**config.mk**
```make
export PLATFORM = sky130hd
export DESIGN_NAME = aluCore
export DESIGN_NICKNAME = d
export VERILOG_FILES = /design/src/verilog/aluPkg.sv /design/src/verilog/alu.sv /design/src/verilog/aluCore.sv /design/src/verilog/executeStage.sv /design/src/verilog/regFile.sv /design/src/verilog/statusReg.sv
export SDC_FILE = /design/constraint.sdc
export NUM_CORES = 1
export LEC_CHECK = 0
export BUFFER_PORTS_ARGS = -buffer_cell sky130_fd_sc_hd__buf_2
export CAP_MARGIN = 20
export CORE_MARGIN = 8
export CORE_UTILIZATION = 40
export CTS_CLUSTER_DIAMETER = 120
export DETAILED_ROUTE_END_ITERATION = 16
export HOLD_SLACK_MARGIN = 0.02
export PLACE_DENSITY_LB_ADDON = 0.08
export REMOVE_ABC_BUFFERS = 1
export SYNTH_ARGS = -nofsm -noshare
export SYNTH_HDL_FRONTEND = slang
export SYNTH_SLANG_ARGS = --single-unit
```
**constraint.sdc**
```tcl
create_clock -name clk -period 6.87 [get_ports clk]
set_clock_uncertainty 0.1 [all_clocks]
set_input_delay 0.3435 -clock clk [delete_from_list [all_inputs] [get_ports clk]]
set_output_delay 0.3435 -clock clk [all_outputs]
set_load 0.02 [all_outputs]
```
**src/verilog/aluPkg.sv**
```systemverilog
package aluPkg;

	// Datapath defaults overridden from the top level
	parameter int defDataWidth = 16;
	parameter int defRegCount = 16;

	// Immediate field is always one byte
	parameter int immWidth = 8;

	//////////////////////////////
	// Opcodes
	//////////////////////////////

	typedef enum logic [7:0] {
		// Register and immediate adds
		ADD    = 8'h05,
		ADDU   = 8'h06,
		ADDI   = 8'h50,
		ADDUI  = 8'h60,
		ADDCU  = 8'h07,
		ADDCUI = 8'h70,
		SUBI   = 8'h90,
		// Compares
		CMP    = 8'h0B,
		CMPI   = 8'hB0,
		// Bitwise logic
		AND    = 8'h01,
		OR     = 8'h02,
		XOR    = 8'h03,
		NOT    = 8'h04,
		// Shifts
		LSH    = 8'h84,
		LSHI   = 8'h80,
		RSH    = 8'h8C,
		RSHI   = 8'h88,
		ALSH   = 8'h86,
		ARSH   = 8'h8E,
		NOP    = 8'h00
	} aluOp;

endpackage

```
**src/verilog/alu.sv**
```systemverilog
`timescale 1ns/100ps

module alu import aluPkg::*;
#(
	parameter int dataWidth = defDataWidth
)
(
	input  logic [dataWidth-1:0] a,
	input  logic [dataWidth-1:0] b,
	input  aluOp                 opcode,
	input  logic                 carryIn,
	output logic [dataWidth-1:0] c,
	output logic                 carry,
	output logic                 flag,
	output logic                 low,
	output logic                 negative,
	output logic                 zero
);

	localparam int msb = dataWidth - 1;
	localparam int shiftWidth = $clog2(dataWidth);

	// Only the low bits of B select the shift distance
	logic [shiftWidth-1:0] shamt;

	// Comparisons shared by compares and logic ops
	logic ltUnsigned;
	logic ltSigned;
	logic equal;

	assign shamt = b[shiftWidth-1:0];
	assign ltUnsigned = (a < b);
	assign ltSigned = ($signed(a) < $signed(b));
	assign equal = (a == b);

	always_comb
	begin
		// Unnamed flags stay clear
		c = '0;
		carry = 1'b0;
		flag = 1'b0;
		low = 1'b0;
		negative = 1'b0;
		zero = 1'b0;

		case (opcode)
			//////////////////////////////
			// Arithmetic
			//////////////////////////////
			ADD, ADDI:
			begin
				c = a + b;
				// Same operand signs, different result sign
				flag = (~a[msb] & ~b[msb] & c[msb]) | (a[msb] & b[msb] & ~c[msb]);
				zero = (c == '0);
			end

			ADDU, ADDUI:
			begin
				{carry, c} = {1'b0, a} + {1'b0, b};
				zero = (c == '0);
			end

			ADDCU, ADDCUI:
			begin
				{carry, c} = {1'b0, a} + {1'b0, b} + {{dataWidth{1'b0}}, carryIn};
				zero = (c == '0);
			end

			SUBI:
			begin
				c = a - b;
				// Operands differ in sign and result leaves the sign of A
				flag = (a[msb] != b[msb]) && (c[msb] != a[msb]);
				zero = (c == '0);
			end

			CMP, CMPI:
			begin
				low = ltUnsigned;
				negative = ltSigned;
				zero = equal;
			end

			//////////////////////////////
			// Logic
			//////////////////////////////
			// Flags here compare A with B rather than look at C
			AND:
			begin
				c = a & b;
				low = ltUnsigned;
				negative = ltSigned;
				zero = equal;
			end

			OR:
			begin
				c = a | b;
				low = ltUnsigned;
				negative = ltSigned;
				zero = equal;
			end

			XOR:
			begin
				c = a ^ b;
				low = ltUnsigned;
				negative = ltSigned;
				zero = equal;
			end

			NOT:
			begin
				c = ~a;
				low = ltUnsigned;
				negative = ltSigned;
				zero = equal;
			end

			//////////////////////////////
			// Shifts
			//////////////////////////////
			LSH, LSHI:
			begin
				c = a << shamt;
				zero = (c == '0);
			end

			// Same as a logical left shift
			ALSH:
			begin
				c = a <<< shamt;
				zero = (c == '0);
			end

			RSH, RSHI:
			begin
				c = a >> shamt;
				zero = (c == '0);
			end

			ARSH:
			begin
				c = $signed(a) >>> shamt;
				zero = (c == '0);
			end

			// NOP and unknown codes give all zeros
			default:
			begin
				c = '0;
			end
		endcase
	end

endmodule

```
**src/verilog/aluCore.sv**
```systemverilog
`timescale 1ns/100ps

module aluCore import aluPkg::*;
#(
	parameter int dataWidth = defDataWidth,
	parameter int regCount = defRegCount,
	localparam int addrWidth = $clog2(regCount)
)
(
	input  logic                 clk,
	input  logic                 rst,
	input  logic                 instValid,
	output logic                 instReady,
	input  aluOp                 opcode,
	input  logic [addrWidth-1:0] rDest,
	input  logic [addrWidth-1:0] rSrc,
	input  logic [immWidth-1:0]  imm,
	output logic                 resValid,
	input  logic                 resReady,
	output logic [dataWidth-1:0] resData,
	output logic                 resCarry,
	output logic                 resFlag,
	output logic                 resLow,
	output logic                 resNegative,
	output logic                 resZero
);

	logic [addrWidth-1:0] rdAddrA;
	logic [addrWidth-1:0] rdAddrB;
	logic [dataWidth-1:0] rdDataA;
	logic [dataWidth-1:0] rdDataB;
	logic                 wrEn;
	logic [addrWidth-1:0] wrAddr;
	logic [dataWidth-1:0] wrData;

	logic [dataWidth-1:0] aluA;
	logic [dataWidth-1:0] aluB;
	aluOp                 aluOpcode;
	logic [dataWidth-1:0] aluC;
	logic                 aluCarry;
	logic                 aluFlag;
	logic                 aluLow;
	logic                 aluNegative;
	logic                 aluZero;

	logic                 flagWrEn;
	logic                 stCarry;
	logic                 stFlag;
	logic                 stLow;
	logic                 stNegative;
	logic                 stZero;

	regFile #(.dataWidth(dataWidth), .regCount(regCount)) regFile0 (
		.clk(clk), .rst(rst), .rdAddrA(rdAddrA), .rdAddrB(rdAddrB),
		.wrEn(wrEn), .wrAddr(wrAddr), .wrData(wrData),
		.rdDataA(rdDataA), .rdDataB(rdDataB)
	);

	statusReg statusReg0 (
		.clk(clk), .rst(rst), .flagWrEn(flagWrEn),
		.carry(aluCarry), .flag(aluFlag), .low(aluLow),
		.negative(aluNegative), .zero(aluZero),
		.carryOut(stCarry), .flagOut(stFlag), .lowOut(stLow),
		.negativeOut(stNegative), .zeroOut(stZero)
	);

	// Stored Carry closes the loop for carry-chained adds
	alu #(.dataWidth(dataWidth)) alu0 (
		.a(aluA), .b(aluB), .opcode(aluOpcode), .carryIn(stCarry),
		.c(aluC), .carry(aluCarry), .flag(aluFlag), .low(aluLow),
		.negative(aluNegative), .zero(aluZero)
	);

	executeStage #(.dataWidth(dataWidth), .regCount(regCount)) executeStage0 (
		.clk(clk), .rst(rst),
		.instValid(instValid), .instReady(instReady), .opcode(opcode),
		.rDest(rDest), .rSrc(rSrc), .imm(imm),
		.resValid(resValid), .resReady(resReady), .resData(resData),
		.resCarry(resCarry), .resFlag(resFlag), .resLow(resLow),
		.resNegative(resNegative), .resZero(resZero),
		.rdAddrA(rdAddrA), .rdAddrB(rdAddrB), .rdDataA(rdDataA), .rdDataB(rdDataB),
		.wrEn(wrEn), .wrAddr(wrAddr), .wrData(wrData),
		.aluA(aluA), .aluB(aluB), .aluOpcode(aluOpcode), .aluC(aluC),
		.aluCarry(aluCarry), .aluFlag(aluFlag), .aluLow(aluLow),
		.aluNegative(aluNegative), .aluZero(aluZero),
		.flagWrEn(flagWrEn),
		.stCarry(stCarry), .stFlag(stFlag), .stLow(stLow),
		.stNegative(stNegative), .stZero(stZero)
	);

endmodule

```
**src/verilog/executeStage.sv**
```systemverilog
`timescale 1ns/100ps

module executeStage import aluPkg::*;
#(
	parameter int dataWidth = defDataWidth,
	parameter int regCount = defRegCount,
	localparam int addrWidth = $clog2(regCount)
)
(
	input  logic                 clk,
	input  logic                 rst,
	// Instruction handshake
	input  logic                 instValid,
	output logic                 instReady,
	input  aluOp                 opcode,
	input  logic [addrWidth-1:0] rDest,
	input  logic [addrWidth-1:0] rSrc,
	input  logic [immWidth-1:0]  imm,
	// Result handshake
	output logic                 resValid,
	input  logic                 resReady,
	output logic [dataWidth-1:0] resData,
	output logic                 resCarry,
	output logic                 resFlag,
	output logic                 resLow,
	output logic                 resNegative,
	output logic                 resZero,
	// Register file
	output logic [addrWidth-1:0] rdAddrA,
	output logic [addrWidth-1:0] rdAddrB,
	input  logic [dataWidth-1:0] rdDataA,
	input  logic [dataWidth-1:0] rdDataB,
	output logic                 wrEn,
	output logic [addrWidth-1:0] wrAddr,
	output logic [dataWidth-1:0] wrData,
	// ALU
	output logic [dataWidth-1:0] aluA,
	output logic [dataWidth-1:0] aluB,
	output aluOp                 aluOpcode,
	input  logic [dataWidth-1:0] aluC,
	input  logic                 aluCarry,
	input  logic                 aluFlag,
	input  logic                 aluLow,
	input  logic                 aluNegative,
	input  logic                 aluZero,
	// Status register
	output logic                 flagWrEn,
	input  logic                 stCarry,
	input  logic                 stFlag,
	input  logic                 stLow,
	input  logic                 stNegative,
	input  logic                 stZero
);

	logic accept;
	logic isImm;
	logic writesReg;
	logic setsFlags;
	logic [dataWidth-1:0] immExt;

	// Opcode classes
	always_comb
	begin
		isImm = 1'b0;
		writesReg = 1'b1;
		setsFlags = 1'b1;
		case (opcode)
			ADDI, ADDUI, ADDCUI, SUBI, LSHI, RSHI:
				isImm = 1'b1;
			CMPI:
			begin
				isImm = 1'b1;
				writesReg = 1'b0;
			end
			CMP:
				writesReg = 1'b0;
			ADD, ADDU, ADDCU, AND, OR, XOR, NOT, LSH, RSH, ALSH, ARSH:
				isImm = 1'b0;
			// NOP and unknown codes touch nothing
			default:
			begin
				writesReg = 1'b0;
				setsFlags = 1'b0;
			end
		endcase
	end

	//////////////////////////////
	// Operands and write-back
	//////////////////////////////

	assign immExt = {{(dataWidth - immWidth){imm[immWidth-1]}}, imm};

	assign rdAddrA = rDest;
	assign rdAddrB = rSrc;
	assign aluA = rdDataA;
	assign aluB = isImm ? immExt : rdDataB;
	assign aluOpcode = opcode;

	// Room when empty or draining this cycle
	assign instReady = !resValid || resReady;
	assign accept = instValid && instReady;

	assign wrEn = accept && writesReg;
	assign wrAddr = rDest;
	assign wrData = aluC;
	assign flagWrEn = accept && setsFlags;

	//////////////////////////////
	// Output register
	//////////////////////////////

	always_ff @(posedge clk)
	begin
		if (rst)
			resValid <= 1'b0;
		else if (accept)
			resValid <= 1'b1;
		else if (resReady)
			resValid <= 1'b0;
	end

	// Ops without a flag update report the held status
	always_ff @(posedge clk)
	begin
		if (accept)
		begin
			resData <= aluC;
			resCarry <= setsFlags ? aluCarry : stCarry;
			resFlag <= setsFlags ? aluFlag : stFlag;
			resLow <= setsFlags ? aluLow : stLow;
			resNegative <= setsFlags ? aluNegative : stNegative;
			resZero <= setsFlags ? aluZero : stZero;
		end
	end

endmodule

```
**src/verilog/regFile.sv**
```systemverilog
`timescale 1ns/100ps

module regFile import aluPkg::*;
#(
	parameter int dataWidth = defDataWidth,
	parameter int regCount = defRegCount,
	localparam int addrWidth = $clog2(regCount)
)
(
	input  logic                 clk,
	input  logic                 rst,
	input  logic [addrWidth-1:0] rdAddrA,
	input  logic [addrWidth-1:0] rdAddrB,
	input  logic                 wrEn,
	input  logic [addrWidth-1:0] wrAddr,
	input  logic [dataWidth-1:0] wrData,
	output logic [dataWidth-1:0] rdDataA,
	output logic [dataWidth-1:0] rdDataB
);

	logic [dataWidth-1:0] regs [regCount];

	// Asynchronous reads in the same cycle as the address
	assign rdDataA = regs[rdAddrA];
	assign rdDataB = regs[rdAddrB];

	// Every register starts from zero so ADDI can load it
	always_ff @(posedge clk)
	begin
		if (rst)
		begin
			for (int i = 0; i < regCount; i++)
			begin
				regs[i] <= '0;
			end
		end
		else if (wrEn)
		begin
			regs[wrAddr] <= wrData;
		end
	end

endmodule

```
**src/verilog/statusReg.sv**
```systemverilog
`timescale 1ns/100ps

module statusReg
(
	input  logic clk,
	input  logic rst,
	input  logic flagWrEn,
	input  logic carry,
	input  logic flag,
	input  logic low,
	input  logic negative,
	input  logic zero,
	output logic carryOut,
	output logic flagOut,
	output logic lowOut,
	output logic negativeOut,
	output logic zeroOut
);

	//////////////////////////////
	// Program status flags
	//////////////////////////////

	// All five load together from the ALU
	always_ff @(posedge clk)
	begin
		if (rst)
		begin
			carryOut <= 1'b0;
			flagOut <= 1'b0;
			lowOut <= 1'b0;
			negativeOut <= 1'b0;
			zeroOut <= 1'b0;
		end
		else if (flagWrEn)
		begin
			carryOut <= carry;
			flagOut <= flag;
			lowOut <= low;
			negativeOut <= negative;
			zeroOut <= zero;
		end
	end

	// carryOut also feeds the ALU for ADDCU and ADDCUI

endmodule
```
==> impl_results.md, run 1 <==
* DP Worst Slack at 0.4638 ns
* WL met1 at 31,630 um
* DP Area at 21,450 sq um
* Pleak at 8.291 nW
* DP Cell Count at 2,555
* Num ports at 51
* Chip height at 240.0 um
* Worst reg2reg path depth at 17
* Post-Syn Instances at 1,864
* Switching power at 1.910 mW
* Cts repair resizes at 0
* PortBufs at 50
* Worst Hold Depth at 4
* Fin worst setup slack at 0.8791 ns
* Worst Path Class, Setup: reg -> reg
* Gr ovfl total at 0
* CTS Buf Count at 35
* Clock Sinks at 283
* Share of cells above drive strength 1 at 21.47%
* Layout area overhead at 12.43%
* Initial Utilization at 40.26%
* Slew @ Worst Pin at 1.234 ns
* Worst vdd ir at 173.4 uV
* Total power draw at 5.507 mW
* Drt wl/cell at 31.48 um
* Post-Route WL at 82,450 um
* Top sig layer: met5
* Biggest area consumer among synthesized cells: edfxtp_1
* CP Capture Type: flip-flop
* Number of global-route vias before repair at 16,642
* Final cell count without fillers at 2,619
* Overall die width at 240.0 um
* Combinational share of power at 30.9%
* Ant diodes at 0
* Seq/Total Area, Yosys at 42.03%
* Hold Crit Class: in -> reg
* Ys async rst share at 0%
* Via Count at 16,819
* Clock tree buffer depth at 3
* Final count of hold timing violations at 0
* # nets final at 2,006
* DR WL met2 at 39,380 um
* DR vias/cell at 6.422
* Sw Ratio at 34.69%
* WP data required at 7.05 ns
* Main synth FF type: edfxtp_1
* GPL Wtd Cong at 0.9939
* First-pass GRT wire length at 117,900 um
* Synth top area cells: edfxtp_1 41%, mux4_2 13%, nor2_1 6.4%
* Post-synth EDFFs at 277
* Synthesized flop and latch total at 283
* Crit-path max FO at 17
* Most common cell in the netlist: nor2_1
* Fin. max-slew vios at 0
* Yosys warns at 0
* Startpoint Class: flip-flop
* FMAX at 0.1669 GHz
* Setup Buffers After CTS at 0
* Largest net degree at the start of global routing at 51
* Met3 routed WL at 5955 um
* Max cap viols at 0
* WP data arrival at 6.17 ns
* Core area at 49,860 sq um
* Dpl hpwl at 57,460 um
* TritonCTS clock tree: yes
* Residual DRC count at 0
* Clk pwr share at 33.0%
* Post-layout instance area at 22,570 sq um
* Cell row count at 82
* Clk root buf: clkbuf_16
* Pwr per Cell Area at 244.0 nW/um^2
* Final cycle utilization of the critical path at 87.20%
* Setup_tns at 0 ns
* Slew margin rel. at 16.66%
* Tot GR Track Use at 28.20%
* Mapped Area at 20,080 sq um
* Cell Int Power at 3.596 mW
* Commonest cells post-synth: 343 x nor2_1, 277 x edfxtp_1, 129 x nand2_1, 119 x mux4_2, 85 x a21oi_1
* Outcome: finished, final reports clean
* Initial antenna violation count at 1
* Period minus WS final at 5.991 ns
* Antenna-violating nets left at 0
* Yosys cell types at 93
* Die area at 57,610 sq um
* Clk slew on worst S/H paths at 0.06 ns
* Syn Area/Cell at 10.77 sq um
* RSZ-0062 raised after global routing: no
* Filler Cell Count at 4,774
* Final setup violating endpoints at 0
* H-tree depth at 2
* Seq pwr share at 36.1%
* Top cell type's share of synthesized area at 41.43%
* DRT iter0 DRCs at 1,965
* Clk_lat worst skew at 0.56 ns
* TritonRoute pass-1 iters at 8
cells in the final DEF (no fill, tap or decap), drive strengths merged, types with 12 or more instances in the layout:
cell type	n
edfxtp	277
a21oi	91
o21ai	75
clkbuf	38
nor3	23
mux2	44
mux4	124
o22ai	29
a31oi	12
nand3	37
a221oi	17
a21o	14
ha	53
nor4	16
mux2i	70
nand2	129
xnor2	33
o211ai	27
buf	170
inv	72
a211oi	18
clkinv	20
nor2	344
through the flow:
| stage | utilization [%] | hold slack, ns |
|---|---|---|
| 2_1_floorplan | - | 0.3126 |
| 3_3_place_gp | 43.02 | 0.3661 |
| 3_5_place_dp | 43.02 | 0.3711 |
| 4_1_cts | 45.27 | 0.2906 |
| 5_1_grt | 45.27 | 0.3586 |
| 6_report | 45.27 | 0.3354 |
power by group through the flow:
stage          Clock [mW]  Sequential, mW  Combinational, mW
2_1_floorplan           0            2.02               1.01
3_3_place_gp            0            2.02               1.67
3_5_place_dp            0            2.03               1.66
4_1_cts              1.85            1.99               1.66
5_1_grt              1.90            2.00               1.80
6_report             1.81            1.99               1.70
cell families after synthesis:
family                   Yosys count  share of synthesized area (%)
flip-flops                       283                          42.03
AND/OR/NAND/NOR                  620                          13.47
adder cells (fa/ha/maj)           56                          3.553
buffers and inverters            224                          4.905
multiplexers                     238                          20.00
XOR/XNOR                          42                          1.832
AO/OA/AOI/OAI                    401                          14.21
worst max-delay path: stages (launching register included):
cell	delay (ns)
edfxtp_1	0.43
mux4_2	0.49
mux4_2	0.59
mux2i_2	0.30
buf_4	0.27
inv_2	0.05
ha_1	0.32
a21o_1	0.24
a21oi_1	0.30
a21oi_1	0.20
o21ai_0	0.39
o21ai_0	0.25
xnor2_1	0.48
o221ai_1	0.29
a2111o_1	0.48
a31oi_2	0.15
buf_4	0.29
inv_1	0.10
per-layer routing:
metal / global-route usage (%) / vias up
li1: - / 7212
met5: 0 / -
met2: 46.63 / 886
met1: 34.69 / 8462
met3: 4.126 / 257
met4: 17.19 / 2
worst paths after layout:
path                                           from                   endpoint  slack [ns]
worst max-delay path            regFile0.regs[0][3]  executeStage0.resData[13]        0.88
worst min register to register    statusReg0.lowOut          statusReg0.lowOut        0.38
worst max register to register  regFile0.regs[0][3]  executeStage0.resData[13]        0.88
worst min-delay path                       resReady     executeStage0.resCarry        0.34
layout make-up:
| type | count | area (sq um) | share of cell area [%] |
|---|---|---|---|
| inverters | 73 | 274.0 | 1.214 |
| clock inverters | 23 | 200.2 | 0.8870 |
| multi-input cells | 1357 | 10670 | 47.27 |
| flip-flops and latches | 283 | 8438 | 37.39 |
| clock buffers | 38 | 887.1 | 3.930 |
| well taps | 672 | 840.8 | 3.725 |
| repair buffers | 173 | 1261 | 5.588 |
registers in the layout, indices dropped and copies added (netlist names):
signal	count
executeStage0.resCarry	1
executeStage0.resData	16
executeStage0.resFlag	1
executeStage0.resLow	1
executeStage0.resNegative	1
executeStage0.resValid	1
executeStage0.resZero	1
regFile0.regs	256
statusReg0.carryOut	1
statusReg0.flagOut	1
statusReg0.lowOut	1
statusReg0.negativeOut	1
statusReg0.zeroOut	1
what timing repair did:
action                                  4_1_cts  5_1_grt
endpoints found under the setup margin        0        0
endpoints found under the hold margin         5        0
hold buffers                                  3        0
No activity file was read; power rests on OpenSTA's default activity.
==> inputs of run 2 (changes only) <==
- CTS_BUF_LIST: default -> sky130_fd_sc_hd__clkbuf_8
==> run 2 against run 1 <==
Total power fell by 6.2%. First-iteration DRC count rose by 5.1%. Final cell count rose by 1.3%. Die area did not move. Routed wire length rose by 0.23%. Non-clock buffer count did not move. Combinational power barely moved. Fmax fell by 0.19%. Sequential share of layout area rose by 0.29 points. Global-route usage barely moved. Critical path type unchanged. Largest cell class unchanged. Largest power group unchanged.
==> impl_results.md, run 2 (synthesized netlist as in run 1, its figures left out) <==
* Global Route met3 Usage at 4.469% (+0.34 points)
* First-pass GRT wire length at 118,300 um (+0.33%)
* Largest register FFs at 256 (unchanged)
* WP data required at 7.11 ns (+0.06 ns)
* Hold path start: resReady
* GR Layer Usage met2 at 46.86% (+0.23 points)
* CTS Buf Count at 51 (+46%)
* Reg-to-reg critical path endpoint: executeStage0.resData[13]
* Final cell count without fillers at 2,652 (+1.3%)
* FMAX at 0.1666 GHz (-0.19%)
* Overall die width at 240.0 um (unchanged)
* Startpoint Class: flip-flop
* Initial Utilization at 40.26% (unchanged)
* Register Area at 8438 sq um (unchanged)
* Hold Crit Class: in -> reg
* Top flop regs: regFile0.regs: 256 flops, executeStage0.resData: 16 flops
* Gr ovfl total at 0 (unchanged)
* Antenna-violating nets left at 0 (unchanged)
* # nets final at 2,022 (+0.80%)
* Final setup violating endpoints at 0 (unchanged)
* CP cell instances: mux4_2 -> mux4_2 -> mux2i_2 -> buf_4 -> inv_2 -> ha_1 -> a21o_1 -> a21oi_1 -> a21oi_1 -> o21ai_0 -> o21ai_0 -> xnor2_1 -> o221ai_1 -> a2111o_1 -> a31oi_2 -> buf_4 -> inv_1
* Die area at 57,610 sq um (unchanged)
* Post-Route WL at 82,640 um (+0.23%)
* Clk root buf: clkbuf_8
* H-tree depth at 2 (unchanged)
* GPL Wtd Cong at 0.9939 (unchanged)
* End of the critical path: executeStage0.resData[13]
* CP max-delay cell: mux4_2
* Tot GR Track Use at 28.23% (about the same)
* Setup_tns at 0 ns (unchanged)
* Post-layout instance area at 22,390 sq um (-0.78%)
* TritonCTS clock tree: yes
* Area of the multi-input gates at 10,670 sq um (unchanged)
* Slowest stage delay, CP at 0.59 ns (about the same)
* Num ports at 51 (unchanged)
* Worst Path Class, Setup: reg -> reg
* Top Family by Delay on Critical Path: compound AO/OA/AOI/OAI gates
* Slew @ Worst Pin at 1.207 ns (-0.02711 ns)
* DR vias/cell at 6.391 (-0.49%)
* Buf+Inv Stages, Crit Path at 4 (unchanged)
* Clk_lat worst skew at 0.63 ns (+0.07 ns)
* Chip height at 240.0 um (unchanged)
* Outcome: finished, final reports clean
* DP Area at 21,450 sq um (unchanged)
* Initial antenna violation count at 2 (+1)
* Max cap viols at 0 (unchanged)
* Cell row count at 82 (unchanged)
* Pwr per Cell Area at 230.6 nW/um^2 (-5.5%)
* CP Capture Type: flip-flop
* Fin. max-slew vios at 0 (unchanged)
* Setup crit start: regFile0.regs[0][3]
* Dpl hpwl at 57,460 um (unchanged)
* Clock tree buffer depth at 3 (unchanged)
* Share of cells above drive strength 1 at 21.83% (+0.36 points)
* Grt met1 use at 34.64% (-0.049 points)
* GRT Max-Usage Layer: met2
* Clock Sinks at 283 (unchanged)
* Worst reg2reg startpoint: regFile0.regs[0][3]
* Pleak at 8.291 nW (about the same)
* Final cycle utilization of the critical path at 87.37% (+0.17 points)
* Worst reg2reg path depth at 17 (unchanged)
* Most common cell after layout, fill and taps aside: nor2_1
* Largest register by flop count: regFile0.regs
* Worst vdd ir at 134.1 uV (-23%)
* Drt wl/cell at 31.16 um (-1.0%)
* Crit-path max FO at 17 (unchanged)
* DP Cell Count at 2,555 (unchanged)
* Core area at 49,860 sq um (unchanged)
* TritonRoute pass-1 iters at 6 (-2)
* RSZ-0062 raised after global routing: no
* Slew margin rel. at 18.49% (+1.8 points)
* Reg2reg setup slack at 0.87 ns (about the same)
* Util after Layout at 44.91% (-0.35 points)
* Final count of hold timing violations at 0 (unchanged)
* Layout area overhead at 11.55%
* Residual DRC count at 0 (unchanged)
* WP data arrival at 6.25 ns (+0.08 ns)
* Largest net degree at the start of global routing at 51 (unchanged)
* Clk slew on worst S/H paths at 0.06 ns (about the same)
* Via Count at 16,948 (+0.77%)
* Stages on worst setup path at 17 (unchanged)
* PortBufs at 50 (unchanged)
* Commonest cells after routing, fill and taps aside: 343 x nor2_1, 277 x edfxtp_1, 129 x nand2_1
* Period minus WS final at 6.002 ns (+0.01162 ns)
* Number of global-route vias before repair at 16,736 (+0.56%)
* DRT iter0 DRCs at 2,065 (+5.1%)
* Filler Cell Count at 4,812 (+0.80%)
## run 2: repair_timing
item / CTS / global route
resized for setup: 0 / 0
endpoints found under the hold margin: 5 / 0
hold buffers: 3 / 0
buffers inserted: 0 / 0
## run 2: worst min path at each step
stage | endpoint | slack [ns] | depth (start not counted)
6_report | executeStage0.resCarry | 0.26 | 4
5_1_grt | executeStage0.resCarry | 0.26 | 4
4_1_cts | executeStage0.resCarry | 0.19 | 4
3_5_place_dp | statusReg0.lowOut | 0.37 | 2
3_3_place_gp | statusReg0.lowOut | 0.37 | 2
2_1_floorplan | executeStage0.resValid | 0.31 | 1
## run 2: metal layers
metal / wire length, um / part of all wire (%)
met3: 5923 / 7.2
met2: 39280 / 48
met1: 32100 / 39
met5: 13 / 0.016
met4: 5326 / 6.4
## run 2: area by class of cell
| class | instances | area share (%) |
|---|---|---|
| Tap cell | 672 | 3.755 |
| Antenna cell | 1 | 0.01117 |
| Inverter | 73 | 1.224 |
| Clock buffer | 53 | 3.257 |
| Multi-Input combinational cell | 1357 | 47.64 |
| Clock inverter | 40 | 0.7990 |
| Timing Repair Buffer | 173 | 5.632 |
| Sequential cell | 283 | 37.68 |
## run 2: through the flow
step                setup WS (ns)  hold slack (ns)  total power, mW
finish                     0.8675           0.2600            5.164
detailed placement         0.4638           0.3711            3.680
global route               0.6130           0.2575            5.364
CTS                        0.9435           0.1864            5.157
floorplan                  0.4117           0.3126            3.030
global placement           0.4423           0.3661            3.691
## run 2: power by group
group	leakage, nW	switching (mW)	internal, mW
Combinational	4.85	1.11	0.591
Clock	0.536	0.754	0.717
Sequential	2.90	0.0341	1.96
## run 2: worst register-to-register path, stage by stage, from the launching register on
cell,delay [ns]
edfxtp_1,0.43
mux4_2,0.49
mux4_2,0.59
mux2i_2,0.30
buf_4,0.28
inv_2,0.06
ha_1,0.32
a21o_1,0.24
a21oi_1,0.29
a21oi_1,0.20
o21ai_0,0.37
o21ai_0,0.24
xnor2_1,0.48
o221ai_1,0.30
a2111o_1,0.48
a31oi_2,0.15
buf_4,0.29
inv_1,0.11
==> inputs of run 3 (changes only) <==
- CELL_PAD_IN_SITES_DETAIL_PLACEMENT: default -> 1
- CELL_PAD_IN_SITES_GLOBAL_PLACEMENT: default -> 2
- PLACE_DENSITY_LB_ADDON: 0.08 -> 0.1
==> run 3 against run 2 <==
Combinational power about the same. Setup slack got worse by 0.11 ns. Via count decreased by 0.24%. Routed wire length increased by 2.5%. Count of clock-buffer cells in the layout decreased by 1. Final cell count unchanged. Final area about the same.
==> impl_results.md, run 3 (synthesized netlist as in run 1, its figures left out) <==
* WP data arrival at 6.36 ns (+0.11 ns)
* WP data required at 7.12 ns (about the same)
* Initial antenna violation count at 2 (unchanged)
* Final count of hold timing violations at 0 (unchanged)
* First-pass GRT wire length at 122,700 um (+3.7%)
* CP Capture Type: flip-flop
* Period minus WS final at 6.112 ns (+0.1094 ns)
* Top sig layer: met4
* GPL Wtd Cong at 0.9555 (-3.9%)
* Overall die width at 240.0 um (unchanged)
* Share of cells above drive strength 1 at 21.98% (+0.15 points)
* CTS Buf Count at 52 (+2.0%)
* Gr ovfl total at 0 (unchanged)
* Chip height at 240.0 um (unchanged)
* Slowest stage delay, CP at 0.59 ns (about the same)
* Dpl hpwl at 61,070 um (+6.3%)
* CP max-delay cell: a222oi_1
* Filler Cell Count at 5,511 (+15%)
* Drt wl/cell at 31.94 um (+2.5%)
* Met3 routed WL at 4963 um (-16%)
* WL met1 at 33,950 um (+5.8%)
* Smallest hold slack at 0.3001 ns (+0.04018 ns)
* Largest register by flop count: regFile0.regs
* Num ports at 51 (unchanged)
* Clock tree buffer depth at 3 (unchanged)
* Initial Utilization at 40.26% (unchanged)
* Via Count at 16,908 (-0.24%)
* FMAX at 0.1636 GHz (-1.8%)
* Final setup violating endpoints at 0 (unchanged)
* Outcome: finished, final reports clean
* Post-layout instance area at 22,410 sq um (about the same)
* Clock Sinks at 283 (unchanged)
* Layout area overhead at 11.62% (about the same)
* Most common cell after layout, fill and taps aside: nor2_1
* RSZ-0062 raised after global routing: no
* Register Area at 8438 sq um (unchanged)
* DR WL met2 at 41,240 um (+5.0%)
* DR vias/cell at 6.376 (-0.24%)
* Core area at 49,860 sq um (unchanged)
* Number of global-route vias before repair at 17,620 (+5.3%)
* Antenna-violating nets left at 0 (unchanged)
* Crit-path max FO at 17 (unchanged)
* Fin. max-slew vios at 0 (unchanged)
* Clk root buf: clkbuf_8
* Worst vdd ir at 215.2 uV (+61%)
* Die area at 57,610 sq um (unchanged)
* PortBufs at 50 (unchanged)
* TritonRoute pass-1 iters at 6 (unchanged)
* Final cycle utilization of the critical path at 88.96% (+1.6 points)
* Hold Crit Class: in -> reg
* Commonest cells after routing, fill and taps aside: 343 x nor2_1, 277 x edfxtp_1, 129 x nand2_1
* DP Area at 21,420 sq um (-0.15%)
* Top flop regs: regFile0.regs: 256 flops, executeStage0.resData: 16 flops
* H-tree depth at 2 (unchanged)
* # nets final at 2,024 (+0.099%)
* Max cap viols at 0 (unchanged)
* Residual DRC count at 0 (unchanged)
* DRT iter0 DRCs at 1,672 (-19%)
* TritonCTS clock tree: yes
* Worst Path Class, Setup: reg -> reg
* Clk slew on worst S/H paths at 0.06 ns (about the same)
* Post-Route WL at 84,700 um (+2.5%)
* Largest net degree at the start of global routing at 51 (unchanged)
* Pleak at 8.294 nW (about the same)
* Slew @ Worst Pin at 1.140 ns (-0.06781 ns)
* Cell row count at 82 (unchanged)
* Area of the multi-input gates at 10,690 sq um (+0.15%)
* Largest register FFs at 256 (unchanged)
* CP cell instances: mux4_1 -> mux2i_1 -> mux2i_2 -> a21oi_4 -> inv_2 -> ha_1 -> fa_1 -> a21o_1 -> a221oi_1 -> buf_4 -> xnor2_1 -> o31ai_1 -> nor4_1 -> nand3_1 -> xor2_1 -> a222oi_1 -> nor4b_4 -> buf_4 -> nor2_1
* Startpoint Class: flip-flop
* Slew margin rel. at 23.45% (+5.0 points)
* Pwr per Cell Area at 234.9 nW/um^2 (+1.9%)
* Setup_tns at 0 ns (unchanged)
* Clk_lat worst skew at 0.63 ns (about the same)
* Tot GR Track Use at 29.13% (+0.90 points)
* Most used cell, CP: buf_4
==> run 3: worst paths after layout <==
kind                                      startpoint                    end  slack [ns]  depth (start not counted)
worst max register to register  regFile0.regs[11][0]  regFile0.regs[15][12]        0.76                         19
worst min register to register     statusReg0.lowOut      statusReg0.lowOut        0.39                          2
worst min-delay path                        resReady    statusReg0.carryOut        0.30                          5
worst max-delay path            regFile0.regs[11][0]  regFile0.regs[15][12]        0.76                         19
==> run 3: per-stage QoR <==
| stage | power (mW) | util (%) | setup slack [ns] | cells |
|---|---|---|---|---|
| 6_report | 5.264 | 44.94 | 0.7581 | 2652 |
| 5_1_grt | 5.466 | 44.93 | 0.4929 | 2651 |
| 4_1_cts | 5.267 | 44.93 | 0.8773 | 2651 |
| 3_5_place_dp | 3.710 | 42.96 | 0.5146 | 2556 |
| 3_3_place_gp | 3.694 | 42.89 | 0.5745 | 2554 |
| 2_1_floorplan | 3.030 | - | 0.4117 | 1713 |
==> run 3: report_power, final <==
group          switching [mW]  total [mW]  leakage, nW  internal (mW)
Combinational            1.13        1.72         4.84          0.590
Clock                   0.766        1.55        0.550          0.784
Sequential             0.0376        2.00         2.90           1.96
==> run 3: final cells by class <==
type                       count  area share, %
tap                          672          3.752
clock buffer                  52          3.194
clock inverter                40          1.061
timing repair buffer         174          5.416
multi-input combinational   1357          47.69
antenna                        1        0.01117
inverter                      73          1.223
sequential                   283          37.66
==> run 3: critical path: cells and delay by family, from the launching register on <==
family,cells,cell delay (ns)
mux,3,1.02
compound gates,5,1.57
fa+ha+maj,2,0.73
simple gates,4,1.00
flops,1,0.45
xor+xnor,2,0.40
buf+inv,3,0.54
==> run 3: timing repair <==
item / in CTS / in global routing
resized for setup: 0 / 0
setup buffers: 0 / 0
hold buffers: 3 / 0
endpoints found under the hold margin: 5 / 0
==> run 3: layer usage <==
layer / up-vias / global-route usage [%]
li1: 7247 / -
met1: 8745 / 36.59
met2: 724 / 49.61
met3: 192 / 3.667
met4: 0 / 13.73
met5: - / 0
